File: src/rtl/alpha_pkg.sv
package alpha_pkg;

  localparam int xlen      = 64;
  localparam int inst_w    = 32;
  localparam int reg_idx_w = 5;

  localparam logic [reg_idx_w-1:0] zero_reg = 5'd31;

  // Major opcodes
  localparam logic [5:0] op_pal   = 6'h00;
  localparam logic [5:0] op_lda   = 6'h08;
  localparam logic [5:0] op_ldah  = 6'h09;
  localparam logic [5:0] op_inta  = 6'h10;
  localparam logic [5:0] op_intl  = 6'h11;
  localparam logic [5:0] op_shift = 6'h12;
  localparam logic [5:0] op_br    = 6'h30;
  localparam logic [5:0] op_beq   = 6'h39;
  localparam logic [5:0] op_bne   = 6'h3d;

  localparam logic [6:0] fn_addq   = 7'h20;  // op_inta group
  localparam logic [6:0] fn_subq   = 7'h29;
  localparam logic [6:0] fn_cmpeq  = 7'h2d;
  localparam logic [6:0] fn_cmpult = 7'h1d;
  localparam logic [6:0] fn_and    = 7'h00;  // op_intl group
  localparam logic [6:0] fn_bis    = 7'h20;
  localparam logic [6:0] fn_xor    = 7'h40;
  localparam logic [6:0] fn_sll    = 7'h39;  // op_shift group
  localparam logic [6:0] fn_srl    = 7'h34;

  localparam logic [25:0] pal_halt = 26'h0000000;

  localparam int alu_op_w = 4;

  localparam logic [alu_op_w-1:0] alu_add    = 4'd0;
  localparam logic [alu_op_w-1:0] alu_sub    = 4'd1;
  localparam logic [alu_op_w-1:0] alu_and    = 4'd2;
  localparam logic [alu_op_w-1:0] alu_or     = 4'd3;
  localparam logic [alu_op_w-1:0] alu_xor    = 4'd4;
  localparam logic [alu_op_w-1:0] alu_sll    = 4'd5;
  localparam logic [alu_op_w-1:0] alu_srl    = 4'd6;
  localparam logic [alu_op_w-1:0] alu_cmpeq  = 4'd7;
  localparam logic [alu_op_w-1:0] alu_cmpult = 4'd8;

  localparam logic [3:0] no_error          = 4'h0;
  localparam logic [3:0] halted_on_halt    = 4'h2;
  localparam logic [3:0] halted_on_illegal = 4'h3;

  // One instruction word in its three encodings
  typedef union packed {
    struct packed {
      logic [5:0] opcode;
      logic [4:0] ra;
      logic [4:0] rb;       // Also the upper literal bits
      logic [2:0] lit_lo;
      logic       is_lit;
      logic [6:0] func;
      logic [4:0] rc;
    } opr;
    struct packed {
      logic [5:0]  opcode;
      logic [4:0]  ra;
      logic [4:0]  rb;
      logic [15:0] disp;
    } mem;
    struct packed {
      logic [5:0]  opcode;
      logic [4:0]  ra;
      logic [20:0] disp;
    } br;
  } inst_word_u;

endpackage

File: src/rtl/reg_file.sv
`timescale 1ns/1ps

module reg_file (
  input  logic                            clock,
  input  logic                            rst_n,
  input  logic [alpha_pkg::reg_idx_w-1:0] ra_idx,
  input  logic [alpha_pkg::reg_idx_w-1:0] rb_idx,
  output logic [alpha_pkg::xlen-1:0]      ra_data,
  output logic [alpha_pkg::xlen-1:0]      rb_data,
  input  logic                            wr_en,
  input  logic [alpha_pkg::reg_idx_w-1:0] wr_idx,
  input  logic [alpha_pkg::xlen-1:0]      wr_data
);

  logic [alpha_pkg::xlen-1:0] regs [2**alpha_pkg::reg_idx_w];

  always_ff @(posedge clock or negedge rst_n) begin
    if (!rst_n) begin
      for (int i = 0; i < 2**alpha_pkg::reg_idx_w; i++)
        regs[i] <= '0;
    end else if (wr_en && wr_idx != alpha_pkg::zero_reg) begin
      regs[wr_idx] <= wr_data;
    end
  end

  // R31 always reads as zero
  assign ra_data = (ra_idx == alpha_pkg::zero_reg) ? '0 : regs[ra_idx];
  assign rb_data = (rb_idx == alpha_pkg::zero_reg) ? '0 : regs[rb_idx];

endmodule

File: config.mk
export PLATFORM = sky130hd
export DESIGN_NAME = reg_file
export DESIGN_NICKNAME = d
export VERILOG_FILES = /design/src/rtl/alpha_pkg.sv /design/src/rtl/reg_file.sv
export SDC_FILE = /design/constraint.sdc
export NUM_CORES = 2
export LEC_CHECK = 0
export BUFFER_PORTS_ARGS = -buffer_cell sky130_fd_sc_hd__buf_2
export CORE_ASPECT_RATIO = 1.2
export CORE_MARGIN = 2
export CORE_UTILIZATION = 40
export CTS_BUF_LIST = sky130_fd_sc_hd__clkbuf_4 sky130_fd_sc_hd__clkbuf_8 sky130_fd_sc_hd__clkbuf_16
export DETAILED_ROUTE_END_ITERATION = 6
export GPL_ROUTABILITY_DRIVEN = 1
export PLACE_DENSITY_LB_ADDON = 0.3
export SLEW_MARGIN = 10
export SYNTH_ARGS = -nofsm -noshare
export SYNTH_HDL_FRONTEND = slang
export SYNTH_SLANG_ARGS = --single-unit
File: constraint.sdc
create_clock -name clock -period 4.6 [get_ports clock]
set_input_delay 0.46 -clock clock [delete_from_list [all_inputs] [get_ports clock]]
set_output_delay 0.46 -clock clock [all_outputs]
set_load 0.02 [all_outputs]
Word level (Yosys, flattened, before mapping)

Index checks and enable logic that the tools add are counted.
W data, S select, Z words.

Bits in registers: 2,048
Input bits: 82
Output and inout port bits: 128
Logic and storage cells: 55

Magnitude comparators: 4
Eq/ne operators: 3
Mux-type cells: 11
Bitwise operators: 3
Reductions and logical operators: 2

Operators by type and width:

| operator             | count |
|---|---|
| $bwmux W2048         | 1 |
| $bmux W64 S5         | 2 |
| $mux W64             | 7 |
| $demux W64 S5        | 1 |
| $ge A6 B6 Y1 const B | 3 |
| $not A5 Y6           | 3 |
| $eq A5 B5 Y1 const B | 2 |
| $lt A6 B1 Y1 const B | 1 |
| $ne A5 B5 Y1 const B | 1 |
| $logic_and A1 B1 Y1  | 2 |

Logic depth before layout (Yosys ltp)

Depth after elaboration: 6
Depth in mapped cells: 9
Gate-level depth less buffers: 4

Worst setup path before layout

No wires, ideal clock.

Path kind: input to output
From: input ra_idx[0] in the netlist's numbering
To: output ra_data[15] in the netlist's numbering
Data arrival time: 2,116 ps
Data required time: 4,140 ps
Path slack: 2,024 ps
Stages: 9
Path buffers: 5
Cell sequence: buf_4 buf_6 buf_8 inv_1 buf_2 buf_2 a2bb2oi_1 a211oi_1 a211oi_1

Longest elaborated chain between the ends: 5

Ends and longest elaborated chain:

| what                                        | RTL line       | source |
|---|---|---|
| from (decl)                                 | reg_file.sv:6  | `input logic [alpha_pkg::reg_idx_w-1:0] ra_idx,` |
| $not A5 Y6 (implied by the code)            | reg_file.sv:27 | `assign ra_data = (ra_idx == alpha_pkg::zero_reg) ? '0 : regs[ra_idx];` |
| $bmux W64 S5                                | reg_file.sv:27 |  |
| $mux W64 (implied by the code) (2 in a row) | reg_file.sv:27 |  |
| $mux W64 *                                  | reg_file.sv:27 |  |
| to (decl)                                   | reg_file.sv:8  | `output logic [alpha_pkg::xlen-1:0] ra_data,` |

Mark *: on every way between the ends. The rest lies on a longest branch, timed or not. The select of a mux whose other input is x is not followed.

Final worst setup path

From: input ra_idx[1] in the netlist's numbering
To: output ra_data[5] in the netlist's numbering

The elaborated chain is that of the path after synthesis.

==> run metrics <==
status finished, final reports clean; Max Cap Viol 0; CTS tree built; Routed Antenna Nets 0; Max-slew headroom 11.3%; critical path startpoint category input pin; fmax 0.259 GHz; Synth warnings 0; setup ws final 0.742 ns; number of gates resized after cts 0; post-synthesis average cell area 14.4 um2; Slew @ Worst Pin 1.33 ns; Power Internal 38200 uW; total routed wirelength 366000 um; sum of negative setup slack 0 ns; total gr overflow 0; Hold Crit Class in -> reg; Reg with most FFs regs; Post-synth EDFFs 0; commonest register cell after synthesis dfrtp_1; DRT Pass-1 Iters 6; Die Ht 579 um; Cell Area, Synth 110000 um2; share of cells above drive strength 1 46.8%; power share of the combinational group 20.2%; final setup vio count 0; Clk network pwr share 34.5%; Data required, critical path 4.14 ns; Tot GR Track Use 26.0%; fin. max-slew vios 0; latest clock arrival within the worst-skew pair 0.86 ns; final hold vios 0; commonest non-fill, non-tap cell in the layout dfrtp_1; PortBufs 209; Root Buffer Master clkbuf_16; number of global-route vias before repair 76000; CTS Buffer Depth 3; Die W 483 um; core area 275000 um2; NetSw 14800 uW; Layout area overhead 11.2%; Largest regs regs: 2048 flops; CTS sink cnt 2048; Clock transition at path regs 0.06 ns; register area share after synthesis 46.5%; fillers 24500; Crit. End Element output port; Routed WL per cell 32.4 um; asr flop ratio synth 100%; placed inst area 115000 um2; max FFs per register 2048; most frequent cells in the layout 2048 x dfrtp_1, 1994 x mux2_2, 763 x mux2i_1, 643 x mux4_2, 311 x a211oi_1; clock skew 0 ns; Max FO, Critical Path 20; post-detail-place hpwl 215000 um; Final period util 83.9%; Data arrival, critical path 3.40 ns; # DRC 0; Design Power 53000 uW; final instance area 122000 um2; nets@finish 7588; Syn Inst Count 7664; Static Leakage 0.0539 uW; Starting Density 40.1%; GP Congestion 0.824; cell row count 211; die area 280000 um2; worst-case vdd ir drop 0.000345 V; Placement Setup Slack 0.816 ns; via-per-instance ratio 6.34; Crit Path Category in -> out; RSZ-0062 raised after global routing no; Synth Net Count 7746; #FFs+latches synth 2048; post-layout min period 3.86 ns; Flop pwr share 45.3%; CTS Buf Count 224; Vias 71700; Iteration-0 DRC Markers 6101; # IOs 210; power per cell area 433 nW/um2; switching part of the total 27.9%; unique cell type count in the Yosys netlist 45; first-pass GRT wire length 535000 um; FF/Latch Area 51200 um2; area taken by multi-input logic gates 54400 um2; CTS H-tree lvls 4; largest net degree at the start of global routing 130; antenna violations before repair 28
[worst max-delay path: stages]
cell and delay, ns:
buf_8 0.22, nor2b_4 0.96, buf_4 0.39, a2bb2oi_1 0.10, a211oi_1 0.75, a211oi_1 0.19, buf_2 0.22
[per-stage QoR]
| step | cells | util [%] | hold slack, ns |
|---|---|---|---|
| 5_1_grt | 11300 | 44.6 | 0.203 |
| 4_1_cts | 11300 | 44.6 | 0.154 |
| 2_1_floorplan | 7664 | - | 0.164 |
| 3_3_place_gp | 10900 | 41.9 | 0.384 |
| 6_report | 11300 | 44.6 | 0.212 |
| 3_5_place_dp | 10900 | 41.9 | 0.390 |
[kinds of logic after synthesis]
kind of cell | synth area share (%)
multiplexers | 41.7
buffers and inverters | 4.22
AND/OR/NAND/NOR | 1.62
flip-flops | 46.5
AO/OA/AOI/OAI | 5.95
[cell usage after synthesis, drive strengths merged (4+ instances only)]
| master | count | area, um2 |
|---|---|---|
| a221oi | 9 | 78.8 |
| o221ai | 189 | 1660 |
| and3 | 4 | 25.0 |
| a211oi | 313 | 2360 |
| nand3b | 6 | 56.3 |
| mux4 | 643 | 14500 |
| mux2 | 2111 | 23800 |
| and2 | 124 | 776 |
| clkbuf | 416 | 1570 |
| a2bb2oi | 122 | 1070 |
| o21ai | 6 | 30.0 |
| nor2b | 5 | 31.3 |
| mux2i | 763 | 7640 |
| nand2 | 140 | 526 |
| nor2 | 19 | 221 |
| a21oi | 187 | 936 |
| inv | 5 | 18.8 |
| dfrtp | 2048 | 51200 |
| nand3 | 8 | 45.0 |
| nor3b | 4 | 50.1 |
| buf | 470 | 3060 |
| o22ai | 63 | 394 |
[repair_timing]
item / in CTS / in global routing
hold buffers: 1 / 0
endpoints found under the setup margin: 0 / 0
hold endpoints to repair: 87 / 0
buffers inserted: 0 / 0
[final cells by class]
type / count / area share [%]
clock inverters: 60 / 0.457
flip-flops and latches: 2048 / 41.9
repair buffers: 502 / 3.86
multi-input cells: 4725 / 44.4
inverters: 5 / 0.0255
well taps: 3621 / 3.70
clock buffers: 343 / 5.64
diodes: 6 / 0.0123
[power groups by stage]
stage	Sequential [uW]	Combinational, uW	Clock [uW]
2_1_floorplan	23300	8130	0
3_3_place_gp	23800	10500	0
3_5_place_dp	24200	10700	0
4_1_cts	23900	10800	18600
5_1_grt	24400	11500	19300
6_report	24000	10700	18300
[routing by layer]
metal	track usage (%)	part of all wire (%)
met1	33.6	41
met5	0	0.025
met3	4.11	5.9
met4	11.4	4.9
met2	43.3	49
[final timing paths]
kind | startpoint | endpoint | slack (ns) | depth (start not counted)
max | ra_idx[1] | ra_data[5] | 0.74 | 7
min | wr_data[23] | regs[1879] | 0.21 | 2
max reg2reg | regs[1260] | regs[1260] | 3.78 | 1
min reg2reg | regs[14] | regs[14] | 0.40 | 0
max in group asynchronous | rst_n | regs[1767] | 2.84 | 4
min in group asynchronous | rst_n | regs[1537] | 0.28 | 2
Note: power is estimated with default switching activity, not from simulation.
