===== config.mk =====
export PLATFORM = sky130hd
export DESIGN_NAME = result_stage
export DESIGN_NICKNAME = d
export VERILOG_FILES = /design/src/rtl/alpha_pkg.sv /design/src/rtl/result_stage.sv
export SDC_FILE = /design/constraint.sdc
export NUM_CORES = 1
export LEC_CHECK = 0
export ABC_AREA = 1
export BUFFER_PORTS_ARGS = -buffer_cell sky130_fd_sc_hd__buf_2
export CORE_AREA = 2 2 162 164
export CTS_CLUSTER_DIAMETER = 30
export CTS_CLUSTER_SIZE = 28
export DETAILED_ROUTE_END_ITERATION = 10
export DIE_AREA = 0 0 164 166
export PLACE_DENSITY_LB_ADDON = 0.2
export SYNTH_ARGS = -nofsm -noshare
export SYNTH_HDL_FRONTEND = slang
export SYNTH_SLANG_ARGS = --single-unit

===== constraint.sdc =====
create_clock -name clock -period 1.5 [get_ports clock]
set_input_delay 0.3 -clock clock [delete_from_list [all_inputs] [get_ports clock]]
set_output_delay 0.3 -clock clock [all_outputs]
set_load 0.05 [all_outputs]

===== src/rtl/alpha_pkg.sv =====
package alpha_pkg;

  localparam int xlen      = 64;
  localparam int inst_w    = 32;
  localparam int reg_idx_w = 5;

  localparam logic [reg_idx_w-1:0] zero_reg = 5'd31;

  // Major opcodes
  localparam logic [5:0] op_pal   = 6'h00;
  localparam logic [5:0] op_lda   = 6'h08;
  localparam logic [5:0] op_ldah  = 6'h09;
  localparam logic [5:0] op_inta  = 6'h10;
  localparam logic [5:0] op_intl  = 6'h11;
  localparam logic [5:0] op_shift = 6'h12;
  localparam logic [5:0] op_br    = 6'h30;
  localparam logic [5:0] op_beq   = 6'h39;
  localparam logic [5:0] op_bne   = 6'h3d;

  localparam logic [6:0] fn_addq   = 7'h20;  // op_inta group
  localparam logic [6:0] fn_subq   = 7'h29;
  localparam logic [6:0] fn_cmpeq  = 7'h2d;
  localparam logic [6:0] fn_cmpult = 7'h1d;
  localparam logic [6:0] fn_and    = 7'h00;  // op_intl group
  localparam logic [6:0] fn_bis    = 7'h20;
  localparam logic [6:0] fn_xor    = 7'h40;
  localparam logic [6:0] fn_sll    = 7'h39;  // op_shift group
  localparam logic [6:0] fn_srl    = 7'h34;

  localparam logic [25:0] pal_halt = 26'h0000000;

  localparam int alu_op_w = 4;

  localparam logic [alu_op_w-1:0] alu_add    = 4'd0;
  localparam logic [alu_op_w-1:0] alu_sub    = 4'd1;
  localparam logic [alu_op_w-1:0] alu_and    = 4'd2;
  localparam logic [alu_op_w-1:0] alu_or     = 4'd3;
  localparam logic [alu_op_w-1:0] alu_xor    = 4'd4;
  localparam logic [alu_op_w-1:0] alu_sll    = 4'd5;
  localparam logic [alu_op_w-1:0] alu_srl    = 4'd6;
  localparam logic [alu_op_w-1:0] alu_cmpeq  = 4'd7;
  localparam logic [alu_op_w-1:0] alu_cmpult = 4'd8;

  localparam logic [3:0] no_error          = 4'h0;
  localparam logic [3:0] halted_on_halt    = 4'h2;
  localparam logic [3:0] halted_on_illegal = 4'h3;

  // One instruction word in its three encodings
  typedef union packed {
    struct packed {
      logic [5:0] opcode;
      logic [4:0] ra;
      logic [4:0] rb;       // Also the upper literal bits
      logic [2:0] lit_lo;
      logic       is_lit;
      logic [6:0] func;
      logic [4:0] rc;
    } opr;
    struct packed {
      logic [5:0]  opcode;
      logic [4:0]  ra;
      logic [4:0]  rb;
      logic [15:0] disp;
    } mem;
    struct packed {
      logic [5:0]  opcode;
      logic [4:0]  ra;
      logic [20:0] disp;
    } br;
  } inst_word_u;

endpackage


===== src/rtl/result_stage.sv =====
`timescale 1ns/1ps

module result_stage (
  input  logic                            clock,
  input  logic                            rst_n,
  input  logic                            ex_valid,
  input  logic [alpha_pkg::xlen-1:0]      result,
  input  logic [alpha_pkg::reg_idx_w-1:0] dest_idx_q,
  input  logic [alpha_pkg::xlen-1:0]      ex_npc,
  input  logic                            halt_q,
  input  logic                            illegal_q,
  output logic                            wr_en,
  output logic [alpha_pkg::reg_idx_w-1:0] wr_idx,
  output logic [alpha_pkg::xlen-1:0]      wr_data,
  output logic [alpha_pkg::reg_idx_w-1:0] commit_wr_idx,
  output logic [alpha_pkg::xlen-1:0]      commit_wr_data,
  output logic                            commit_wr_en,
  output logic [alpha_pkg::xlen-1:0]      commit_npc,
  output logic [3:0]                      completed_insts,
  output logic [3:0]                      error_status,
  output logic                            retire,
  output logic [alpha_pkg::xlen-1:0]      next_pc,
  output logic                            stopped
);

  always_ff @(posedge clock or negedge rst_n) begin
    if (!rst_n) begin
      retire       <= 1'b0;
      commit_wr_en <= 1'b0;
      error_status <= alpha_pkg::no_error;
    end else begin
      retire       <= ex_valid;
      commit_wr_en <= ex_valid && dest_idx_q != alpha_pkg::zero_reg;
      // Sticky once set
      if (ex_valid && error_status == alpha_pkg::no_error) begin
        if (halt_q)
          error_status <= alpha_pkg::halted_on_halt;
        else if (illegal_q)
          error_status <= alpha_pkg::halted_on_illegal;
      end
    end
  end

  always_ff @(posedge clock) begin
    if (ex_valid) begin
      commit_wr_idx  <= dest_idx_q;
      commit_wr_data <= result;
      commit_npc     <= ex_npc;
    end
  end

  assign wr_en           = commit_wr_en;
  assign wr_idx          = commit_wr_idx;
  assign wr_data         = commit_wr_data;
  assign completed_insts = {3'd0, retire};
  assign next_pc         = commit_npc;
  assign stopped         = (error_status != alpha_pkg::no_error);

  // Halt and illegal retire without a register write
  a_no_commit_on_stop: assert property (@(posedge clock) disable iff (!rst_n)
    ex_valid && (halt_q || illegal_q) |=> !commit_wr_en);

  // Fetch must stay quiet once the core has stopped
  a_no_retire_after_stop: assert property (@(posedge clock) disable iff (!rst_n)
    stopped |=> !retire);

endmodule


Word-level counts from Yosys, hierarchy flattened
Cells that the tools add are included.
W data, S select, Z words.
- reductions and logical operators: 6
- multiplexer cells: 2
- equality and inequality tests: 1
- operators with widths (operator ; count):
    $mux W4 ; 2
    $ne A5 B5 Y1 const B ; 1
    $logic_not A4 Y1 ; 1
    $reduce_bool A4 Y1 ; 1
    $logic_and A1 B1 Y1 ; 2
    $reduce_and A2 Y1 ; 1
    $reduce_bool A2 Y1 ; 1
- register bits: 139
- bits of input ports: 138
- logic and storage cells: 15
- output and inout port bits: 278

Longest topological paths before layout
- word-level depth: 3
- depth in mapped cells: 3
- mapped depth without buffers: 3

Worst setup path after synthesis
Ideal clock, no wire load.
- path type: reg2out
- start point: register error_status[1]
- end point: output port stopped
- cell stages (with the launch flop): 3
- path buffers: 0
- setup slack: 144 ps
- arrival: 1056 ps
- data required time: 1200 ps
- cell sequence: dfrtp_1 -> nor2_2 -> inv_1
- word-level cells in the longest chain between the ends: 1
- ends and longest elaborated chain (item ; RTL line ; source):
    start, declared ; result_stage.sv:20 ; output logic [3:0] error_status,
    start signal, assigned ; result_stage.sv:30 ; error_status <= alpha_pkg::no_error;
    start signal, assigned ; result_stage.sv:37 ; error_status <= alpha_pkg::halted_on_halt;
    start signal, assigned ; result_stage.sv:39 ; error_status <= alpha_pkg::halted_on_illegal;
    $reduce_bool A4 Y1 ; result_stage.sv:57 ; assign stopped = (error_status != alpha_pkg::no_error);
    end, declared ; result_stage.sv:23 ; output logic stopped
No other way between the ends.

Worst setup path after layout
Same ends and word-level chain as after synthesis.

==> metrics.txt <==
flop and latch count out of synthesis roughly 140; Critical Path Sink Type primary output; CTS max path bufs 2; first-pass GRT wire length ~19 mm; RSZ-0062 raised after global routing yes; initial antenna violation count 1; CTS root buffer clkbuf_16; Critical Path Max Stage Delay 0.41 ns; chip height about 170 um; CP bufs+invs 2; drt initial violations approximately 180; Max VDD drop just over 600 uV; Critical Path AT around 1.1 ns; Syn Std Cell Area 5215 um^2; largest net degree at the start of global routing 52; final core occ 28.66%; Final Hold Vio Count 0; fin worst setup slack 0.05939 ns; Post-Place Setup Slack roughly 0.29 ns; total wire length around 13 mm; clock sinks around 140; Worst R2R Path Depth 4; Reg-to-Reg End error_status[1]; number of cell rows 59; Synth-to-Final Area Change 40.79%; maximum clock rate between 600 and 700 MHz; TritonCTS clock tree yes; DR WL/cell 14.07 um; Cells after DPL 905; sequential area share after synthesis about four fifths; insertion delay to the later sink of the worst-skew pair about 0.40 ns; Critical R2R Launch error_status[1]; Hold Path End commit_npc[17]; TritonCTS buffer count 17; Die Width between 150 and 200 um; Setup Crit Path Kind flop to primary output; crit start category flop; Post-DP HPWL 10.29 mm; vias in the first global route between 3k and 4k; vias per cell between 3 and 4; final setup violation count 0; P_leak approximately 3.3 nW; Netlist cell types 11; number of max-cap violations 0; Pwr Total ~12 mW; Hold Path Origin ex_npc[17]; Power per Cell Area around 1600 nW/um^2; Worst Skew slightly above 0.00007 ns; initial core utilization 20.36%; core area ~26,000 um^2; DR pass1 iterations 3; CP max-delay cell dfrtp_1; most frequent cells in the layout 408 x buf_2, 133 x edfxtp_1, 17 x clkbuf_16; Post-Syn Instances ~290; WP data required around 1.2 ns; total track usage under 10%; share of cells above drive strength 1 between 70% and 80%; Final Non-Filler Cells 937; outcome finished, final reports clean; minimum clock period 1.441 ns; Worst Hold Depth 1; CP startpoint error_status[1]; H-tree Lvls 4; Overflow after GRT 0; Synth warnings 0; worst path cell trace nor2_2 > inv_1 > buf_6; ant diodes 0; Placer Congestion 0.7187; via count approximately 3.3k; CTS clock-pin slew for the worst setup and hold paths 0.06 ns; CP top delay family flip-flops; DRC 0; most common cell after layout, fill and taps aside buf_2; final antenna-violating net count 0; setup TNS 0 ns; nets roughly 730; die area 27,220 um^2; Worst R2R Setup Slack ~0.61 ns; Final Max Slew Viols 0; post-route clock period utilization around 96%; Critical Path Fanout Max 3; IO Pins between 400 and 500; Synth Area per Inst around 18 um^2; HP Class primary input to flop; Port Buf Inserts between 400 and 500
-- worst max-delay path by stage --
stage | end | slack (ns) | cells past startpoint
after floorplan | stopped | 0.14 | 2
after global placement | commit_npc[44] | 0.30 | 2
after detailed placement | commit_npc[18] | 0.29 | 2
after CTS | stopped | 0.02 | 3
after global routing | stopped | -0.02 | 3
final | stopped | 0.06 | 3
-- Yosys cell counts --
| cell type | n | area (um^2) |
|---|---|---|
| buf_4 | 140 | 1051 |
| edfxtp_1 | 133 | 3994 |
| dfrtp_1 | 4 | 100.1 |
| inv_1 | 4 | 15.01 |
| nand2_1 | 3 | 11.26 |
| nor2_1 | 3 | 11.26 |
| conb_1 | 1 | 3.750 |
| nand3_1 | 1 | 5.000 |
| nand4_1 | 1 | 6.260 |
| nor2_2 | 1 | 6.260 |
| o21bai_2 | 1 | 11.26 |
-- cell families (layout without fill, tap and decap cells) --
logic type | Yosys count | in the layout | share of synthesized area, %
compound gates | 1 | 1 | 0.2159
buf+inv | 144 | 450 | 20.44
flops | 137 | 137 | 78.50
other cells | 1 | 5 | 0.07191
simple gates | 9 | 9 | 0.7678
-- sequential cells by signal (all words and copies together) (netlist names) --
signal / count
retire: 1
commit_wr_data: 64
commit_npc: 64
error_status: 2
commit_wr_en: 1
commit_wr_idx: 5
-- repair_timing --
| item | 4_1_cts | 5_1_grt |
|---|---|---|
| endpoints found under the hold margin | 4 | 0 |
| endpoints found under the setup margin | 1 | 1 |
| hold buffers | 1 | 0 |
| buffers inserted | 1 | 0 |
| gates resized for setup | 1 | 1 |
| pin swaps | 1 | 1 |
-- where the power goes --
group	internal [mW]	total [mW]	switching, mW
sequential	4.54	4.70	0.157
combinational	0.516	2.91	2.39
clock	2.76	4.34	1.58
-- layout make-up --
type                            instances  area (um^2)
Fill cell                            2597        18270
Sequential cell                       137         4094
Timing Repair Buffer                  416         2137
Clock buffer                           18        429.2
Tap cell                              335        419.2
Clock inverter                         12        177.7
Multi-Input combinational cell         15        70.07
Inverter                                4        15.01
-- through the flow --
step / hold WS (ns) / area [um^2]
after floorplan: 0.004409 / 5230
after global placement: 0.1390 / 6711
after detailed placement: 0.1414 / 6711
after CTS: 0.03176 / 7338
after global routing: 0.02451 / 7342
final: 0.06029 / 7342
-- per-layer routing --
metal  GRT usage (%)  part of all wire (%)  vias to the layer above
li1                -                     -                     1476
met1           9.737                    37                     1526
met2           16.39                    52                      233
met3           3.896                   9.5                       14
met4           3.661                   1.6                        2
met5               0                  0.12                        -
No activity file was read; power rests on OpenSTA's default activity.
