### config.mk
export PLATFORM = sky130hd
export DESIGN_NAME = decode_stage
export DESIGN_NICKNAME = d
export VERILOG_FILES = /design/src/rtl/alpha_pkg.sv /design/src/rtl/decode_stage.sv
export SDC_FILE = /design/constraint.sdc
export NUM_CORES = 1
export LEC_CHECK = 0
export BUFFER_PORTS_ARGS = -buffer_cell sky130_fd_sc_hd__buf_2
export CAP_MARGIN = 20
export CORE_UTILIZATION = 31
export CTS_BUF_LIST = sky130_fd_sc_hd__clkbuf_16
export DETAILED_ROUTE_END_ITERATION = 10
export GPL_TIMING_DRIVEN = 0
export MAX_ROUTING_LAYER = met4
export PLACE_DENSITY = 0.5
export SYNTH_ARGS = -nofsm -noshare
export SYNTH_HDL_FRONTEND = slang
export SYNTH_SLANG_ARGS = --single-unit
### constraint.sdc
create_clock -name clock -period 1.6 [get_ports clock]
set_input_delay 0.32 -clock clock [delete_from_list [all_inputs] [get_ports clock]]
set_output_delay 0.32 -clock clock [all_outputs]
set_load 0.05 [all_outputs]
### src/rtl/alpha_pkg.sv
package alpha_pkg;

  localparam int xlen      = 64;
  localparam int inst_w    = 32;
  localparam int reg_idx_w = 5;

  localparam logic [reg_idx_w-1:0] zero_reg = 5'd31;

  // Major opcodes
  localparam logic [5:0] op_pal   = 6'h00;
  localparam logic [5:0] op_lda   = 6'h08;
  localparam logic [5:0] op_ldah  = 6'h09;
  localparam logic [5:0] op_inta  = 6'h10;
  localparam logic [5:0] op_intl  = 6'h11;
  localparam logic [5:0] op_shift = 6'h12;
  localparam logic [5:0] op_br    = 6'h30;
  localparam logic [5:0] op_beq   = 6'h39;
  localparam logic [5:0] op_bne   = 6'h3d;

  localparam logic [6:0] fn_addq   = 7'h20;  // op_inta group
  localparam logic [6:0] fn_subq   = 7'h29;
  localparam logic [6:0] fn_cmpeq  = 7'h2d;
  localparam logic [6:0] fn_cmpult = 7'h1d;
  localparam logic [6:0] fn_and    = 7'h00;  // op_intl group
  localparam logic [6:0] fn_bis    = 7'h20;
  localparam logic [6:0] fn_xor    = 7'h40;
  localparam logic [6:0] fn_sll    = 7'h39;  // op_shift group
  localparam logic [6:0] fn_srl    = 7'h34;

  localparam logic [25:0] pal_halt = 26'h0000000;

  localparam int alu_op_w = 4;

  localparam logic [alu_op_w-1:0] alu_add    = 4'd0;
  localparam logic [alu_op_w-1:0] alu_sub    = 4'd1;
  localparam logic [alu_op_w-1:0] alu_and    = 4'd2;
  localparam logic [alu_op_w-1:0] alu_or     = 4'd3;
  localparam logic [alu_op_w-1:0] alu_xor    = 4'd4;
  localparam logic [alu_op_w-1:0] alu_sll    = 4'd5;
  localparam logic [alu_op_w-1:0] alu_srl    = 4'd6;
  localparam logic [alu_op_w-1:0] alu_cmpeq  = 4'd7;
  localparam logic [alu_op_w-1:0] alu_cmpult = 4'd8;

  localparam logic [3:0] no_error          = 4'h0;
  localparam logic [3:0] halted_on_halt    = 4'h2;
  localparam logic [3:0] halted_on_illegal = 4'h3;

  // One instruction word in its three encodings
  typedef union packed {
    struct packed {
      logic [5:0] opcode;
      logic [4:0] ra;
      logic [4:0] rb;       // Also the upper literal bits
      logic [2:0] lit_lo;
      logic       is_lit;
      logic [6:0] func;
      logic [4:0] rc;
    } opr;
    struct packed {
      logic [5:0]  opcode;
      logic [4:0]  ra;
      logic [4:0]  rb;
      logic [15:0] disp;
    } mem;
    struct packed {
      logic [5:0]  opcode;
      logic [4:0]  ra;
      logic [20:0] disp;
    } br;
  } inst_word_u;

endpackage

### src/rtl/decode_stage.sv
`timescale 1ns/1ps

module decode_stage (
  input  logic                            clock,
  input  logic                            rst_n,
  input  logic                            word_valid,
  input  logic [alpha_pkg::inst_w-1:0]    word,
  input  logic [alpha_pkg::xlen-1:0]      word_pc,
  output logic [alpha_pkg::reg_idx_w-1:0] ra_idx,
  output logic [alpha_pkg::reg_idx_w-1:0] rb_idx,
  input  logic [alpha_pkg::xlen-1:0]      ra_data,
  input  logic [alpha_pkg::xlen-1:0]      rb_data,
  output logic                            dec_valid,
  output logic [alpha_pkg::alu_op_w-1:0]  alu_op,
  output logic [alpha_pkg::xlen-1:0]      opa,
  output logic [alpha_pkg::xlen-1:0]      opb,
  output logic [alpha_pkg::reg_idx_w-1:0] dest_idx,
  output logic                            is_branch,
  output logic                            is_cond_branch,
  output logic                            branch_on_zero,
  output logic [alpha_pkg::xlen-1:0]      br_target,
  output logic                            is_halt,
  output logic                            is_illegal,
  output logic [alpha_pkg::xlen-1:0]      npc
);

  localparam int xlen = alpha_pkg::xlen;

  alpha_pkg::inst_word_u inst;

  logic [xlen-1:0]                 npc_d, mem_disp, br_disp, lit;
  logic [alpha_pkg::alu_op_w-1:0]  alu_op_d;
  logic [xlen-1:0]                 opa_d, opb_d;
  logic [alpha_pkg::reg_idx_w-1:0] dest_d;
  logic                            branch_d, cond_d, on_zero_d, halt_d, illegal_d;

  assign inst     = word;
  assign ra_idx   = inst.opr.ra;
  assign rb_idx   = inst.opr.rb;
  assign npc_d    = word_pc + 64'd4;
  assign lit      = {{(xlen-8){1'b0}}, inst.opr.rb, inst.opr.lit_lo};
  assign mem_disp = {{(xlen-16){inst.mem.disp[15]}}, inst.mem.disp};
  assign br_disp  = {{(xlen-23){inst.br.disp[20]}}, inst.br.disp, 2'b00};  // Word offset

  always_comb begin
    alu_op_d  = alpha_pkg::alu_add;
    opa_d     = ra_data;
    opb_d     = inst.opr.is_lit ? lit : rb_data;
    dest_d    = inst.opr.rc;
    branch_d  = 1'b0;
    cond_d    = 1'b0;
    on_zero_d = 1'b0;
    halt_d    = 1'b0;
    illegal_d = 1'b0;
    case (inst.opr.opcode)
      alpha_pkg::op_inta:
        case (inst.opr.func)
          alpha_pkg::fn_addq:   alu_op_d = alpha_pkg::alu_add;
          alpha_pkg::fn_subq:   alu_op_d = alpha_pkg::alu_sub;
          alpha_pkg::fn_cmpeq:  alu_op_d = alpha_pkg::alu_cmpeq;
          alpha_pkg::fn_cmpult: alu_op_d = alpha_pkg::alu_cmpult;
          default:              illegal_d = 1'b1;
        endcase
      alpha_pkg::op_intl:
        case (inst.opr.func)
          alpha_pkg::fn_and: alu_op_d = alpha_pkg::alu_and;
          alpha_pkg::fn_bis: alu_op_d = alpha_pkg::alu_or;
          alpha_pkg::fn_xor: alu_op_d = alpha_pkg::alu_xor;
          default:           illegal_d = 1'b1;
        endcase
      alpha_pkg::op_shift:
        case (inst.opr.func)
          alpha_pkg::fn_sll: alu_op_d = alpha_pkg::alu_sll;
          alpha_pkg::fn_srl: alu_op_d = alpha_pkg::alu_srl;
          default:           illegal_d = 1'b1;
        endcase
      alpha_pkg::op_lda, alpha_pkg::op_ldah: begin
        opa_d  = rb_data;
        opb_d  = (inst.mem.opcode == alpha_pkg::op_ldah) ? mem_disp << 16 : mem_disp;
        dest_d = inst.mem.ra;
      end
      alpha_pkg::op_br: begin
        opa_d    = npc_d;  // Return address
        opb_d    = '0;
        dest_d   = inst.br.ra;
        branch_d = 1'b1;
      end
      alpha_pkg::op_beq, alpha_pkg::op_bne: begin
        dest_d    = alpha_pkg::zero_reg;
        branch_d  = 1'b1;
        cond_d    = 1'b1;
        on_zero_d = (inst.br.opcode == alpha_pkg::op_beq);
      end
      alpha_pkg::op_pal: begin
        dest_d    = alpha_pkg::zero_reg;
        halt_d    = ({inst.br.ra, inst.br.disp} == alpha_pkg::pal_halt);
        illegal_d = !halt_d;
      end
      default: begin
        dest_d    = alpha_pkg::zero_reg;
        illegal_d = 1'b1;
      end
    endcase
  end

  always_ff @(posedge clock or negedge rst_n) begin
    if (!rst_n)
      dec_valid <= 1'b0;
    else
      dec_valid <= word_valid;
  end

  always_ff @(posedge clock) begin
    if (word_valid) begin
      alu_op         <= alu_op_d;
      opa            <= opa_d;
      opb            <= opb_d;
      dest_idx       <= dest_d;
      is_branch      <= branch_d;
      is_cond_branch <= cond_d;
      branch_on_zero <= on_zero_d;
      br_target      <= npc_d + br_disp;
      is_halt        <= halt_d;
      is_illegal     <= illegal_d;
      npc            <= npc_d;
    end
  end

endmodule

* After elaboration in Yosys (flattened, before gate mapping)
Index checks and enable logic that the tools add are counted.
** Operators by class
- Equal/unequal tests :: 15
- Reductions and logical operators :: 13
- Multiplexer cells :: 15
- Add/sub/neg operators :: 2
** Operator list (number)
- $pmux W64 S2 :: 2
- $add A64 B3 Y64 const B :: 1
- $add A64 B64 Y64 :: 1
- $mux W64 :: 1
- $eq A7 B6 Y1 const B :: 5
- $mux W31 :: 1
- $logic_not A26 Y1 :: 1
- $pmux W4 S3 :: 2
- $eq A6 B5 Y1 const B :: 3
- $eq A6 B6 Y1 const B :: 3
- $eq A6 B4 Y1 const B :: 2
- $reduce_or A3 Y1 :: 4
- $pmux W5 S2 :: 1
- $pmux W3 S3 :: 1
- $eq A7 B5 Y1 const B :: 1
- $eq A7 B7 Y1 const B :: 1
- $logic_not A7 Y1 :: 1
- $logic_not A6 Y1 :: 1
- $pmux W3 S2 :: 1
- $reduce_or A2 Y1 :: 3
- $mux W1 :: 5
- $pmux W1 S5 :: 1
- $reduce_or A5 Y1 :: 1
- $reduce_or A4 Y1 :: 1
- $logic_not A1 Y1 :: 1
** Storage, ports and cells
- Bits in registers :: 271
- Logic and storage cells :: 57
- Input port bits :: 227

* Depth between registers and ports, before layout
- Depth after elaboration :: 4
- Gate-level depth with buffers :: 19

* Worst setup path after synthesis
No wires, ideal clock.
- Path type :: input -> register
- Start point :: in word_pc[16] (netlist name)
- End point :: reg br_target[60] (netlist name), data pin
- Arrival time :: 3.978 ns
- Buffers on the path :: 1
- Setup time :: 0.274 ns
- Setup slack :: -2.652 ns
- Stages :: 19
- Required time :: 1.326 ns
- Cells stage by stage :: and4_1 nand3_1 nor4_1 and4_1 and2b_1 nand3_1 nor2_1 xor2_1 ha_1 clkbuf_1 inv_1 o21bai_1 a21oi_1 o21ai_0 nand2b_1 a21oi_1 a2111oi_0 o41ai_1 xor2_1
** Between the ends
- Cells in the longest elaborated chain, start to end :: 2
** Ends and longest elaborated chain
- start: declaration :: line decode_stage.sv:8 : input logic [alpha_pkg::xlen-1:0] word_pc,
- $add A64 B3 Y64 :: line decode_stage.sv:40 : assign npc_d = word_pc + 64'd4;
- via npc_d[50] :: line decode_stage.sv:31 : logic [xlen-1:0] npc_d, mem_disp, br_disp, lit;
- $add A64 B64 Y64 :: line decode_stage.sv:122 : br_target <= npc_d + br_disp;
- end signal: assignment :: line decode_stage.sv:122
- end: declaration :: line decode_stage.sv:21 : output logic [alpha_pkg::xlen-1:0] br_target,
The timed path passes the listed nets, and every way through them passes these cells.
A chain may end at the register's enable or synchronous reset.

* Worst setup path after layout
- Start point :: in word_pc[16] (netlist name)
- End point :: reg br_target[63] (netlist name), data pin
The elaborated chain is that of the path after synthesis.

==> flow_summary.yaml <==
power:
  power_density_nw_per_um2: 998.2
  vdd_drop_max_uv: 696.7
  power.leakage_uw: 0.01050
place:
  post-place-ws_ns: -3.733
  gp_congestion: 0.9510
  hpwlAfterDp_mm: 55.31
  port_buffers: 506
  dp.cells: 2633
  place_area_um2: 19790
finish:
  layout-drive-gt1-share: 0.5352
  multi_input_area_um2: 9828
  final_cell_mix: "buf_2, edfxtp_1, nand2_1, buf_4, buf_6"
  area_delta_synth_final_pct: 63.70
  final_common_cell: "buf_2"
  fin_area_um2: 25050
  num-fill-cells: 4424
  regArea_um2: 8073
  instances_no_fill: 2877
  final_nets: 2472
clock_tree:
  htreeDepth: 2
  cts_tree: "yes"
  cts_root_buf: "clkbuf_16"
  cts_buffer_depth: 3
  path_clk_slew_ns: 0.06
  clock_sinks: 269
  cts_buffers: 34
floorplanning:
  die_area_um2: 50260
  die_h_um: 224.2
  core_um2: 48850
  ios: 508
  rows: 81
  fp.dieW_um: 224.2
  start_util: 0.3133
yosys:
  yosysWarningCount: 0
  async_flop_share: 0.003717
  syn-instance-count: 1460
  netlist_area_um2: 15300
  synth_edf_count: 268
  ys_seq_elements: 269
  syn_nets: 1755
  ys.flop_type: "edfxtp_1"
  synth_cell_type_count: 70
  yosysSeqAreaShare: 0.5275
  syn_avg_cell_area_um2: 10.48
route:
  met3_length_mm: 4.422
  met2WireLength_mm: 35.38
  drt_iter0_drc: 1257
  wl_mm: 74.63
  route.vias.total: 15407
  vias_per_cell: 5.355
  wl_met1_mm: 31.68
  drc: 0
  highest_layer: "met4"
  antenna_left: 0
  wl_per_cell_um: 25.94
  drtPass1Iterations: 5
grt:
  antenna_found_initial: 9
  grt_pass1_vias: 14695
  grt_max_degree: 115
  overflow: 0
  grt_first_pass_wirelength_mm: 102.4
  track_usage: 0.2901
timing:
  relSlewSlack: 0.4073
  layout_setup_ws_ns: -2.329
  finalSetupTns_ns: -128.56
  setup_viol: 157
  hold_viol_final: 0
  finalCritPeriodShare: 2.456
  rsz0062_at_grt: "true"
  holdWs_ns: 0.05069
  drv_slew: 0
  min_period_ns: 3.929
  worstMarginPinSlew_ns: 0.8890
  fmax_mhz: 254.5
min_path:
  worstHoldEndpoint: "opa[32]$_DFFE_PP_"
  holdPathStages: 3
  worstHoldStart: "ra_data[32]"
  holdCritPathClass: "primary input to register"
setup_path:
  endpoint_kind: "register"
  cp_data_arrival_time_ns: 4.23
  path_max_fanout: 4
  startpoint_type: "primary input"
  path_class: "primary input to register"
  cp.required_ns: 1.90
run:
  maxCapViolations: 0
run_status:
  violations: "setup timing"
  status: "finished with violations"
## cells in the mapped netlist (3+ instances only)
cell type  number  share of area
a211o_1         3         0.0017
a211oi_1        7         0.0034
a21o_1         29          0.014
a21oi_1        81          0.026
a221o_1        15         0.0098
a221oi_1        6         0.0034
a22o_1         13         0.0074
a22oi_1        61          0.030
a31oi_1         4         0.0016
and2_1          8         0.0033
and3_1         12         0.0049
and4_1          5         0.0029
buf_1           5         0.0012
buf_4          13         0.0064
clkbuf_1       63          0.015
edfxtp_1      268           0.53
ha_1           67          0.055
inv_1          36         0.0088
mux2i_1        10         0.0065
nand2_1       283          0.069
nand2b_1        9         0.0037
nand3_1        42          0.014
nand4_1        38          0.016
nor2_1         79          0.019
nor2b_1         4         0.0016
nor3_1         19         0.0062
nor4_1         14         0.0057
o211ai_1       13         0.0064
o21a_1         12         0.0059
o21ai_0        61          0.020
o21bai_1       12         0.0059
or2_2           3         0.0012
xnor2_1        70          0.040
xor2_1         46          0.026
## where the power goes
group	total, uW	internal, uW	leakage (uW)	switching [uW]
Clock	7830	4560	0.000562	3280
Combinational	8300	2600	0.00732	5710
Sequential	8870	8650	0.00262	222
Total	25000	15800	0.0105	9200
## worst max path at each step
stage,from,endpoint,slack [ns],cells past startpoint
2_1_floorplan,word_pc[13],br_target[60]$_DFFE_PP_,-2.39,16
3_3_place_gp,word_valid,opb[12]$_DFFE_PP_,-3.80,1
3_5_place_dp,word_pc[4],br_target[63]$_DFFE_PP_,-3.73,18
4_1_cts,word_pc[16],br_target[63]$_DFFE_PP_,-2.28,16
5_1_grt,word_pc[13],br_target[63]$_DFFE_PP_,-2.42,16
6_report,word_pc[16],br_target[63]$_DFFE_PP_,-2.33,16
## registers in the layout, indices dropped and copies added, names as in the netlist
signal and cells:
br_target 64, dest_idx 5, is_branch 1, opa 64
opb 64, is_cond_branch 1, is_halt 1, alu_op 4
branch_on_zero 1, is_illegal 1, dec_valid 1, npc 62
## critical path, stage by stage
cell	delay, ns
buf_8	0.07
and4_4	0.27
nand4_4	0.08
or4_4	0.52
or3_4	0.43
or3_4	0.44
nor3_4	0.17
xor2_2	0.13
ha_1	0.31
buf_8	0.12
nand4_1	0.21
nor3_4	0.29
nand4_1	0.13
o2111a_1	0.26
a211o_1	0.31
xnor2_1	0.15
## per-stage QoR
stage               utilization  total power (uW)
floorplan                     -             13620
global placement         0.4034             15900
detailed placement       0.4051             15860
CTS                      0.4816             24440
global route             0.5128             25730
finish                   0.5129             25010
## repair_timing
item                                    in CTS  in global routing
endpoints found under the setup margin     196                238
endpoints found under the hold margin        3                  0
hold buffers                                 3                  0
pin swaps                                  131                 99
buffers inserted                           115                 88
gates resized for setup                    323                223
## routing by layer
metal	up-vias	global-route usage
met5	-	-
met1	7709	0.3806
li1	6871	-
met4	0	0.1106
met2	663	0.4569
met3	164	0.03751
## cell type report
cell class                 count  share of cell area
multi-input combinational   1074              0.3923
timing repair buffer         697              0.1790
clock buffer                  34             0.03396
antenna                       10           0.0009988
sequential                   269              0.3222
buffer                        65             0.02272
tap                          664             0.03316
inverter                      36            0.005493
clock inverter                28             0.01019
## logic make-up after synthesis
logic type                 after synthesis  synth area share
AOI/OAI and AO/OA                      344            0.1519
buffers and inverters                  117           0.03188
and+or+nand+nor                        535            0.1587
DFF                                    269            0.5275
xor gates and xnor gates               117           0.06745
adders and majority gates               68           0.05608
muxes                                   10          0.006540
Power figures use the tool's default switching activity.
