## src/rtl/alpha_pkg.sv

```systemverilog
package alpha_pkg;

  localparam int xlen      = 64;
  localparam int inst_w    = 32;
  localparam int reg_idx_w = 5;

  localparam logic [reg_idx_w-1:0] zero_reg = 5'd31;

  // Major opcodes
  localparam logic [5:0] op_pal   = 6'h00;
  localparam logic [5:0] op_lda   = 6'h08;
  localparam logic [5:0] op_ldah  = 6'h09;
  localparam logic [5:0] op_inta  = 6'h10;
  localparam logic [5:0] op_intl  = 6'h11;
  localparam logic [5:0] op_shift = 6'h12;
  localparam logic [5:0] op_br    = 6'h30;
  localparam logic [5:0] op_beq   = 6'h39;
  localparam logic [5:0] op_bne   = 6'h3d;

  localparam logic [6:0] fn_addq   = 7'h20;  // op_inta group
  localparam logic [6:0] fn_subq   = 7'h29;
  localparam logic [6:0] fn_cmpeq  = 7'h2d;
  localparam logic [6:0] fn_cmpult = 7'h1d;
  localparam logic [6:0] fn_and    = 7'h00;  // op_intl group
  localparam logic [6:0] fn_bis    = 7'h20;
  localparam logic [6:0] fn_xor    = 7'h40;
  localparam logic [6:0] fn_sll    = 7'h39;  // op_shift group
  localparam logic [6:0] fn_srl    = 7'h34;

  localparam logic [25:0] pal_halt = 26'h0000000;

  localparam int alu_op_w = 4;

  localparam logic [alu_op_w-1:0] alu_add    = 4'd0;
  localparam logic [alu_op_w-1:0] alu_sub    = 4'd1;
  localparam logic [alu_op_w-1:0] alu_and    = 4'd2;
  localparam logic [alu_op_w-1:0] alu_or     = 4'd3;
  localparam logic [alu_op_w-1:0] alu_xor    = 4'd4;
  localparam logic [alu_op_w-1:0] alu_sll    = 4'd5;
  localparam logic [alu_op_w-1:0] alu_srl    = 4'd6;
  localparam logic [alu_op_w-1:0] alu_cmpeq  = 4'd7;
  localparam logic [alu_op_w-1:0] alu_cmpult = 4'd8;

  localparam logic [3:0] no_error          = 4'h0;
  localparam logic [3:0] halted_on_halt    = 4'h2;
  localparam logic [3:0] halted_on_illegal = 4'h3;

  // One instruction word in its three encodings
  typedef union packed {
    struct packed {
      logic [5:0] opcode;
      logic [4:0] ra;
      logic [4:0] rb;       // Also the upper literal bits
      logic [2:0] lit_lo;
      logic       is_lit;
      logic [6:0] func;
      logic [4:0] rc;
    } opr;
    struct packed {
      logic [5:0]  opcode;
      logic [4:0]  ra;
      logic [4:0]  rb;
      logic [15:0] disp;
    } mem;
    struct packed {
      logic [5:0]  opcode;
      logic [4:0]  ra;
      logic [20:0] disp;
    } br;
  } inst_word_u;

endpackage

```

## src/rtl/fetch_wb.sv

```systemverilog
`timescale 1ns/1ps

module fetch_wb (
  input  logic                         clock,
  input  logic                         rst_n,
  input  logic [alpha_pkg::inst_w-1:0] wb_dat_i,
  input  logic                         wb_ack,
  output logic                         wb_cyc,
  output logic                         wb_stb,
  output logic [alpha_pkg::xlen-1:0]   wb_adr,
  input  logic                         retire,
  input  logic [alpha_pkg::xlen-1:0]   next_pc,
  input  logic                         stopped,
  output logic                         word_valid,
  output logic [alpha_pkg::inst_w-1:0] word,
  output logic [alpha_pkg::xlen-1:0]   word_pc
);

  logic                       req_q;     // High in the request state
  logic                       booted_q;
  logic [alpha_pkg::xlen-1:0] pc_q;

  always_ff @(posedge clock or negedge rst_n) begin
    if (!rst_n) begin
      req_q    <= 1'b0;
      booted_q <= 1'b0;
      pc_q     <= '0;
    end else begin
      booted_q <= 1'b1;
      if (retire)
        pc_q <= next_pc;
      // First cycle after reset opens the bus, then one cycle per retire
      if (!req_q)
        req_q <= !booted_q || (retire && !stopped);
      else if (wb_ack)
        req_q <= 1'b0;
    end
  end

  assign wb_cyc = req_q;
  assign wb_stb = req_q;
  assign wb_adr = pc_q;

  assign word_valid = req_q && wb_ack;  // Ack cycle only
  assign word       = wb_dat_i;
  assign word_pc    = pc_q;

  // A stalled request keeps its address until the slave acks
  a_adr_stable: assert property (@(posedge clock) disable iff (!rst_n)
    wb_stb && !wb_ack |=> wb_stb && $stable(wb_adr));

endmodule

```

## config.mk

```make
export PLATFORM = sky130hd
export DESIGN_NAME = fetch_wb
export DESIGN_NICKNAME = d
export VERILOG_FILES = /design/src/rtl/alpha_pkg.sv /design/src/rtl/fetch_wb.sv
export SDC_FILE = /design/constraint.sdc
export NUM_CORES = 1
export LEC_CHECK = 0
export BUFFER_PORTS_ARGS = -buffer_cell sky130_fd_sc_hd__buf_2
export CORE_AREA = 2 2 103 105
export CTS_CLUSTER_DIAMETER = 120
export CTS_CLUSTER_SIZE = 12
export DETAILED_ROUTE_END_ITERATION = 6
export DIE_AREA = 0 0 105 107
export GPL_TIMING_DRIVEN = 0
export PLACE_DENSITY_LB_ADDON = 0.05
export SLEW_MARGIN = 20
export SYNTH_ARGS = -nofsm -noshare
export SYNTH_HDL_FRONTEND = slang
export SYNTH_SLANG_ARGS = --single-unit
export TNS_END_PERCENT = 1
```

## constraint.sdc

```tcl
create_clock -name clock -period 0.8 [get_ports clock]
set_input_delay 0.12 -clock clock [delete_from_list [all_inputs] [get_ports clock]]
set_output_delay 0.12 -clock clock [all_outputs]
set_load 0.005 [all_outputs]
```

Word level (Yosys, flattened, before mapping)
Index checks and enable logic that the tools add are counted.
- register bits: 66
- output and inout port bits: 163
- word-level logic and storage cells: 10
- multiplexer cells: 2
- reductions and logical operators: 5
- operators by type and width (cell ; number):
    $logic_and 1x1->1 ; 2
    $logic_not 1->1 ; 2
    $mux 1 ; 2
    $logic_or 1x1->1 ; 1

Logic depth before layout (Yosys ltp)
Gate-level depths: netlist of the first run.
- depth after elaboration: 4
- mapped depth: 3

Worst setup path after synthesis of the first run
No wires, ideal clock.
- kind: input port to flip-flop
- from: input retire
- to: register pc_q, in the netlist wb_adr[10]
- stages: 3
- setup time: 0.125 ns
- data required time: 0.675 ns
- arrival: 0.706 ns
- path slack: -0.031 ns
- cell sequence: buf_6 -> buf_6 -> mux2_4
- RTL lines (element ; RTL line ; source):
    start, declared ; fetch_wb.sv:11 ; input logic retire,
    end signal, assigned ; fetch_wb.sv:31 ; pc_q <= next_pc;
    end, declared ; fetch_wb.sv:21 ; logic [alpha_pkg::xlen-1:0] pc_q;
No word-level cell between the ends.

Final worst setup path of the first run
- from: register req_q (netlist: wb_cyc)
- to: output word_valid
- longest elaborated chain between the ends: 1
- ends and longest elaborated chain (element ; RTL line ; source):
    start, declared ; fetch_wb.sv:19 ; logic req_q;
    start signal, assigned ; fetch_wb.sv:34 ; req_q <= !booted_q || (retire && !stopped);
    $logic_and 1x1->1 ; fetch_wb.sv:44 ; assign word_valid = req_q && wb_ack;
    end, declared ; fetch_wb.sv:14 ; output logic word_valid,
No other way between the ends.

==> results of run 1 <==
placed cells by master (no fill, tap or decap):
cell,count
buf_8,5
buf_4,98
mux2_4,52
and2_4,1
dfrtp_1,66
buf_2,228
dlymetal6s4s_1,6
mux2_2,12
inv_1,1
clkbuf_8,11
dlygate4sd3_1,32
nand2b_1,1
a31oi_1,1
buf_16,1
clkinv_2,2
bufinv_16,1
buf_12,1
conb_1,1
buf_6,3
flip-flops by register name (all words and copies together), names as in the netlist:
name and count:
booted_q 1, wb_cyc 1, wb_adr 64
what timing repair did:
| item | in CTS | in global routing |
|---|---|---|
| pin swaps | 1 | 0 |
| buffers inserted | 1 | 0 |
| hold endpoints to repair | 72 | 1 |
| hold buffers | 37 | 1 |
| setup endpoints to repair | 134 | 215 |
| resized for setup | 2 | 10 |
cell type report:
| type | count | area [um2] |
|---|---|---|
| fillers | 930 | 4706 |
| inverters | 1 | 3.754 |
| plain buffers | 104 | 828.3 |
| flip-flops and latches | 66 | 1652 |
| multi-input cells | 68 | 940.9 |
| repair buffers | 270 | 1600 |
| well taps | 136 | 170.2 |
| clock buffers | 11 | 151.4 |
| clock inverters | 3 | 40.04 |
stage by stage:
stage / TNS [ns] / power [uW] / instance area [um2]
global route: -38.83 / 9741 / 5386
floorplan: 0 / 5255 / 3415
CTS: -35.31 / 9333 / 5344
finish: -31.73 / 9189 / 5386
global placement: -53.22 / 6308 / 4736
detailed placement: -3.002 / 6348 / 4766
worst paths after layout:
path | startpoint | end | slack (ns)
worst max-delay path | wb_cyc$_DFF_PN0_ | word_valid | -0.33
max in group asynchronous | rst_n | wb_adr[40]$_DFFE_PN0P_ | 0.12
worst max register to register | wb_cyc$_DFF_PN0_ | wb_cyc$_DFF_PN0_ | -0.11
worst min-delay path | next_pc[44] | wb_adr[44]$_DFFE_PN0P_ | 0.02
min in group asynchronous | rst_n | wb_adr[27]$_DFFE_PN0P_ | 0.19
worst min register to register | booted_q$_DFF_PN0_ | wb_cyc$_DFF_PN0_ | 0.43
report_power, final:
part | internal (uW) | total, uW | switching, uW
combinational | 1730 | 2490 | 763
sequential | 3670 | 3950 | 277
clock | 1560 | 2740 | 1180
total | 6970 | 9190 | 2220
metal layers:
metal  vias up  track usage [%]  wire length, um
met3        11            4.438              722
li1       1244                -                -
met5         -                0                0
met1      1237            16.22             3118
met4         0            5.238              123
met2       149            25.28             4315
cell families (layout without fill, tap and decap cells):
logic type      after synthesis  in the layout  share of synthesized area [%]
flops                        66             66                          48.76
mux                          64             64                          26.82
other cells                   1              1                         0.1107
simple gates                  2              2                         0.3696
buf+inv                     105            389                          23.75
compound gates                1              1                         0.1848
critical path, stage by stage (launching register included):
cell and delay [ns]:
dfrtp_1 0.42, and2_4 0.16, buf_6 0.11
==> metrics, run 1 <==
depth of the worst register-to-register path=3; CP max FO=4; CTS clock-pin slew for the worst setup and hold paths=roughly 0.070 ns; Post-Syn Area=~3400 um2; CTS max path bufs=2; most numerous cell in the Yosys netlist=buf_4; Final GP Congestion=about 0.65; leak pwr=between 0.003 and 0.004 uW; Placement Rows=37; worst clock skew=~0.00036 ns; Max VDD drop=just over 800 uV; Die Ht=between 100 and 150 um; gr ovfl total=0; Initial Utilization=about 34%; async set-reset flop share out of synthesis=100.0%; # DRC=0; Max Transition Viols Final=0; post-route ant nets=0; Seq cells post-synth=66; Hold Path Class=primary input to flip-flop; Synth Flop Type=dfrtp_1; post-route minimum period=around 1.1 ns; WL/cell=12.56 um; CP arrival=around 1.0 ns; fin crit share=140.9%; First-pass DRT Iterations=3; Final Non-Filler Cells=659; most frequent cells after synthesis=buf_4, dfrtp_1, mux2_4; fin nets=a little over 600; synth unique cells=11; register area share after synthesis=48.76%; core area=10,090 um2; TritonCTS Sinks=66; dominant cell type by area after synthesis=dfrtp_1; Synth area leaders=dfrtp_1, mux2_4, buf_4, mux2_2, buf_6; RSZ-0062 raised after global routing=true; initial antenna violation count=0; critical path type=flip-flop to primary output; area delta synth->final=59.03%; failing checks=negative setup slack; Hold Slack=a little under 0.02 ns; first-pass GRT wire length=approximately 13,000 um; TritonCTS clock tree=done; Post-synth EDFFs=0; Syn Inst Count=roughly 240; per-instance average area after synthesis=14.17 um2; vias in the first global route=approximately 2,600; Hold Crit Depth=2; Synth top area share=48.76%; Max-Cap Viols=0; Final Hold Vio Count=0; CTS buffer count=9; dpl ws=-0.06052 ns; Die Wd=between 100 and 150 um; diode count=0; Placed Cells=606; DRT iter0 DRCs=52; HPWL after DPL=approximately 6200 um; Skew-Pair Late Insertion Delay=0.33 ns; largest net degree at the start of global routing=48; vias per std cell=around 4.0; critical path required time=approximately 0.68 ns; die area=between 10,000 and 15,000 um2; final core area utilization=53.37%; root buf cell=clkbuf_8; Yosys warnings=0; # setup viols final=142; layout cells sized above 1=79.35%; post-route setup slack=-0.3273 ns; startpoint types=flip-flop; H-Tree Depth=3; CP Capture Type=primary output; GRT Total Usage=14.29%; status=finished, violations left; Max Clk Rate=slightly below 900 MHz; vias=between 2,000 and 3,000; Syn Nets=340; I/O pins=roughly 260; port bufs=230; DRT Wirelength=8280 um; P per Cell Area=approximately 1700 nW/um2
No activity file was read; power rests on OpenSTA's default activity.
==> run 2: changes to the inputs <==
--- a/config.mk
+++ b/config.mk
@@ -6,13 +6,14 @@
 export NUM_CORES = 1
 export LEC_CHECK = 0
 export BUFFER_PORTS_ARGS = -buffer_cell sky130_fd_sc_hd__buf_2
-export CORE_AREA = 2 2 103 105
+export CORE_AREA = 2 2 101 103
 export CTS_CLUSTER_DIAMETER = 120
 export CTS_CLUSTER_SIZE = 12
 export DETAILED_ROUTE_END_ITERATION = 6
-export DIE_AREA = 0 0 105 107
+export DIE_AREA = 0 0 103 105
 export GPL_TIMING_DRIVEN = 0
 export PLACE_DENSITY_LB_ADDON = 0.05
+export SKIP_LAST_GASP = 1
 export SLEW_MARGIN = 20
 export SYNTH_ARGS = -nofsm -noshare
 export SYNTH_HDL_FRONTEND = slang
==> constraint.sdc (replaced) <==
create_clock -name clock -period 1.2 [get_ports clock]
set_input_delay 0.18 -clock clock [delete_from_list [all_inputs] [get_ports clock]]
set_output_delay 0.18 -clock clock [all_outputs]
set_load 0.005 [all_outputs]
==> run 2 against run 1 <==
Net effect: the flow now finishes without violations; critical path depth stayed put; total power is 34% lower; sequential share of layout area grew 2.6 points; setup slack gained 0.33 ns; clock skew grew 0.0057 ns; final area decreased by 7.8%.
==> metrics, run 2 (synthesis results as in run 1) <==
die area=between 10,000 and 15,000 um2; diode count=0; vias per std cell=3.960; fin nets=585; # setup viols final=0; Post-DP Area=4727 um2; Final GP Congestion=around 0.67; initial antenna violation count=0; CP max FO=3; CP arrival=slightly above 1 ns; critical path type=flip-flop to primary output; RSZ-0062 raised after global routing=true; HPWL after DPL=a little over 6000 um; Max VDD drop=a little under 600 uV; TritonCTS clock tree=done; Max Transition Viols Final=0; TritonCTS Sinks=66; critical path required time=about 1.0 ns; fin crit share=roughly 100%; max FFs per register=64; P per Cell Area=~1200 nW/um2; worst clock skew=about 0.006 ns; H-Tree Depth=3; First-pass DRT Iterations=2; CP Capture Type=primary output; commonest non-fill, non-tap cell in the layout=buf_2; gr ovfl total=0; most frequent cells in the layout=buf_2, buf_4, dfrtp_1; post-route ant nets=0; vias in the first global route=roughly 2,200; CTS buffer count=9; root buf cell=clkbuf_8; startpoint types=flip-flop; Skew-Pair Late Insertion Delay=around 0.33 ns; port bufs=230; leak pwr=approximately 0.0028 uW; Final Hold Vio Count=0; layout cells sized above 1=85.48%; core area=between 9000 and 10,000 um2; largest net degree at the start of global routing=36; # DRC=0; Hold Path Class=primary input to flip-flop; Placement Rows=36; status=finished clean; area delta synth->final=46.69%; CTS clock-pin slew for the worst setup and hold paths=0.08 ns; Initial Utilization=between 30% and 40%; DRT Wirelength=a little under 8000 um; Max-Cap Viols=0; Die Ht=roughly 110 um; DRT iter0 DRCs=28; post-route minimum period=approximately 1.2 ns; GRT Total Usage=approximately 14%; I/O pins=about 260; CTS max path bufs=2; Die Wd=about 100 um; Max Clk Rate=837.5 MHz; Final Cell Area=between 4000 and 5000 um2; vias=between 2,000 and 2,500; WL/cell=12.75 um; first-pass GRT wire length=between 10,000 and 15,000 um; final core area utilization=around half
==> run 2: changes by cell type in the layout (fill, tap and decap cells not counted), moves of 2 or more <==
| cell | change |
|---|---|
| dlymetal6s4s_1 | -6 |
| clkinvlp_4 | +3 |
| mux2_4 | -2 |
| mux2_2 | +2 |
| buf_6 | +5 |
| dlygate4sd3_1 | -31 |
| buf_8 | -5 |
==> run 2: layout make-up <==
class	instances	area (um2)
fillers	917	4671
flip-flops and latches	66	1652
repair buffers	234	1209
multi-input cells	68	933.4
plain buffers	104	800.8
well taps	133	166.4
clock buffers	10	137.6
clock inverters	6	66.31
inverters	1	3.754
==> run 2: worst max-delay path, stage by stage (launching register included) <==
cell     delay, ns
dfrtp_1       0.42
and2_4        0.16
buf_6         0.11
==> run 2: power by group <==
part | internal, uW | switching (uW) | leakage, uW | total, uW
logic | 1060 | 492 | 0.00193 | 1550
clock network | 1020 | 874 | 0.0000945 | 1890
registers | 2450 | 178 | 0.000771 | 2630
==> run 2: worst paths after layout <==
path | from | end | slack, ns | cells after the start
setup / recovery | wb_cyc$_DFF_PN0_ | word_valid | 0.006 | 2
hold / removal | next_pc[35] | wb_adr[35]$_DFFE_PN0P_ | 0.08 | 2
setup reg to reg | wb_cyc$_DFF_PN0_ | wb_cyc$_DFF_PN0_ | 0.29 | 3
hold reg to reg | booted_q$_DFF_PN0_ | wb_cyc$_DFF_PN0_ | 0.42 | 1
max in group asynchronous | rst_n | wb_adr[49]$_DFFE_PN0P_ | 0.32 | 3
min in group asynchronous | rst_n | wb_adr[25]$_DFFE_PN0P_ | 0.34 | 2
==> run 2: repair_timing <==
action | CTS | global route
pin swaps | 1 | 0
resized for setup | 3 | 0
hold buffers | 1 | 0
setup endpoints to repair | 3 | 55
endpoints found under the hold margin | 31 | 0
buffers inserted | 2 | 0
==> run 2: through the flow <==
| step | TNS, ns | setup WS [ns] | total power [uW] | hold slack (ns) | instances |
|---|---|---|---|---|---|
| 6_report | 0 | 0.006027 | 6065 | 0.07725 | 622 |
| 5_1_grt | -0.8684 | -0.06250 | 6411 | 0.04164 | 622 |
| 4_1_cts | -0.04559 | -0.01841 | 6159 | 0.05488 | 622 |
| 3_5_place_dp | 0 | 0.2310 | 4218 | 0.1539 | 603 |
| 3_3_place_gp | -26.20 | -0.4011 | 4196 | 0.4112 | 602 |
| 2_1_floorplan | 0 | 0.3092 | 3492 | -0.1156 | 239 |
==> run 2: per-layer routing <==
layer,GRT usage [%],share of wire (%)
met2,23.38,52
met3,3.545,8.8
met1,16.77,38
met5,0,0
met4,5.733,0.89
==> run 3: changes to the inputs <==
--- a/config.mk
+++ b/config.mk
@@ -13,6 +13,7 @@
 export DIE_AREA = 0 0 103 105
 export GPL_TIMING_DRIVEN = 0
 export PLACE_DENSITY_LB_ADDON = 0.05
+export REMOVE_ABC_BUFFERS = 1
 export SKIP_LAST_GASP = 1
 export SLEW_MARGIN = 20
 export SYNTH_ARGS = -nofsm -noshare
==> run 3 against run 2 <==
Net effect: setup slack gained 0.032 ns; die area did not move; via count fell by 18%; first-iteration DRC count increased by 93%; critical path depth stayed put; non-clock buffer count down 135.
==> metrics, run 3 (synthesis results as in run 1) <==
startpoint types=flip-flop; r2r startpoint=wb_adr[43]$_DFFE_PN0P_; critical path required time=between 1 and 1.5 ns; WL/cell=between 15 and 20 um; register area=around 1700 um2; vias per std cell=4.150; Final Hold Vio Count=0; vias=slightly above 2,000; first-pass GRT wire length=roughly 11,000 um; Placed Cells=between 400 and 500; Hold Path Class=primary input to flip-flop; leak pwr=roughly 0.0022 uW; I/O pins=264; Worst slew margin=between 60% and 70%; layout cells sized above 1=about four fifths; RSZ-0062 raised after global routing=true; Fillers=~960; TritonCTS Sinks=66; die area=approximately 11,000 um2; root buf cell=clkbuf_8; Max VDD drop=~430 uV; FF-to-FF setup slack=a little over 0.4 ns; Die Wd=103 um; H-Tree Depth=3; post-route minimum period=1.162 ns; Final Non-Filler Cells=~490; Skew-Pair Late Insertion Delay=roughly 0.33 ns; max FFs per register=between 60 and 70; Final GP Congestion=~0.65; GRT Total Usage=13.62%; Hold Crit Depth=2; Max Clk Rate=860.7 MHz; # DRC=0; CP Capture Type=primary output; P per Cell Area=between 1000 and 1500 nW/um2; diode count=0; core area=about 9600 um2; CTS max path bufs=2; Die Ht=105 um; status=finished clean; critical path type=flip-flop to primary output; final core area utilization=41.56%; Max Transition Viols Final=0; Crit. Startpoint=wb_cyc$_DFF_PN0_; initial antenna violation count=0; CP max FO=2; area delta synth->final=18.29%; commonest non-fill, non-tap cell in the layout=buf_2; gr ovfl total=0; fin crit share=96.82%; CTS buffer count=9; worst clock skew=just over 0.008 ns; fin nets=450; CP arrival=slightly below 1 ns; largest net degree at the start of global routing=40; depth of the worst register-to-register path=1; port bufs=199; HPWL after DPL=~5700 um; Max-Cap Viols=0; post-route ant nets=0; worst slew pin tran=0.5804 ns; Hold Startpoint=next_pc[39]; TritonCTS clock tree=done; DRT Wirelength=7672 um; Initial Utilization=between 30% and 40%; CTS clock-pin slew for the worst setup and hold paths=around 0.070 ns; First-pass DRT Iterations=4; multi-input logic area=933.4 um2; most frequent cells in the layout=buf_2, dfrtp_1, mux2_4; vias in the first global route=around 1,900; DRT iter0 DRCs=between 50 and 60; Placement Rows=36; # setup viols final=0
## run 3: cell count changes in the layout (fill, tap and decap cells not counted)
cell	previous run	this run
buf_4	99	3
clkinv_2	1	2
buf_6	8	0
clkinv_4	1	0
clkbuf_1	0	2
clkinvlp_4	3	0
buf_16	0	1
buf_2	229	197
## run 3: what timing repair did
item,in CTS,in global routing
endpoints found under the hold margin,27,0
pin swaps,1,0
buffers inserted,1,0
endpoints found under the setup margin,1,3
hold buffers,1,0
gates resized for setup,1,0
## run 3: worst paths after layout
kind / endpoint
setup / recovery: word_valid
hold / removal: wb_adr[39]$_DFFE_PN0P_
setup reg to reg: wb_adr[43]$_DFFE_PN0P_
hold reg to reg: wb_cyc$_DFF_PN0_
max in group asynchronous: wb_adr[15]$_DFFE_PN0P_
min in group asynchronous: wb_adr[12]$_DFFE_PN0P_
## run 3: area by class of cell
cell class | count | area share (%)
Sequential cell | 66 | 41.22
Clock buffer | 12 | 3.623
Inverter | 1 | 0.09369
Clock inverter | 3 | 0.9994
Timing Repair Buffer | 203 | 26.61
Multi-Input combinational cell | 68 | 23.30
Tap cell | 133 | 4.154
## run 3: critical path, cell delays in order, from the launching register on
cell,delay [ns]
dfrtp_1,0.39
and2_4,0.15
buf_2,0.12
## run 3: per-layer routing
metal  up-vias  part of all wire (%)  track usage (%)
met1       936                    44            18.24
met3         9                    14            9.498
met4         2                  0.94            3.665
met5         -                  0.70            6.154
li1        906                     -                -
met2       164                    40            16.98
## run 3: through the flow
stage	hold slack, ns	setup WS [ns]	TNS [ns]	total power (uW)	area [um2]
2_1_floorplan	-0.1156	0.4137	0	3043	2586
3_3_place_gp	0.3600	-1.063	-94.21	3737	3749
3_5_place_dp	0.1342	-0.3061	-8.390	3739	3801
4_1_cts	0.05078	0.01234	0	5617	4006
5_1_grt	0.04115	-0.02160	-0.05576	5849	4006
6_report	0.07193	0.03822	0	5496	4006
## run 3: where the power goes
part,switching (uW),internal [uW]
registers,163,2450
clock network,804,1000
logic,397,683
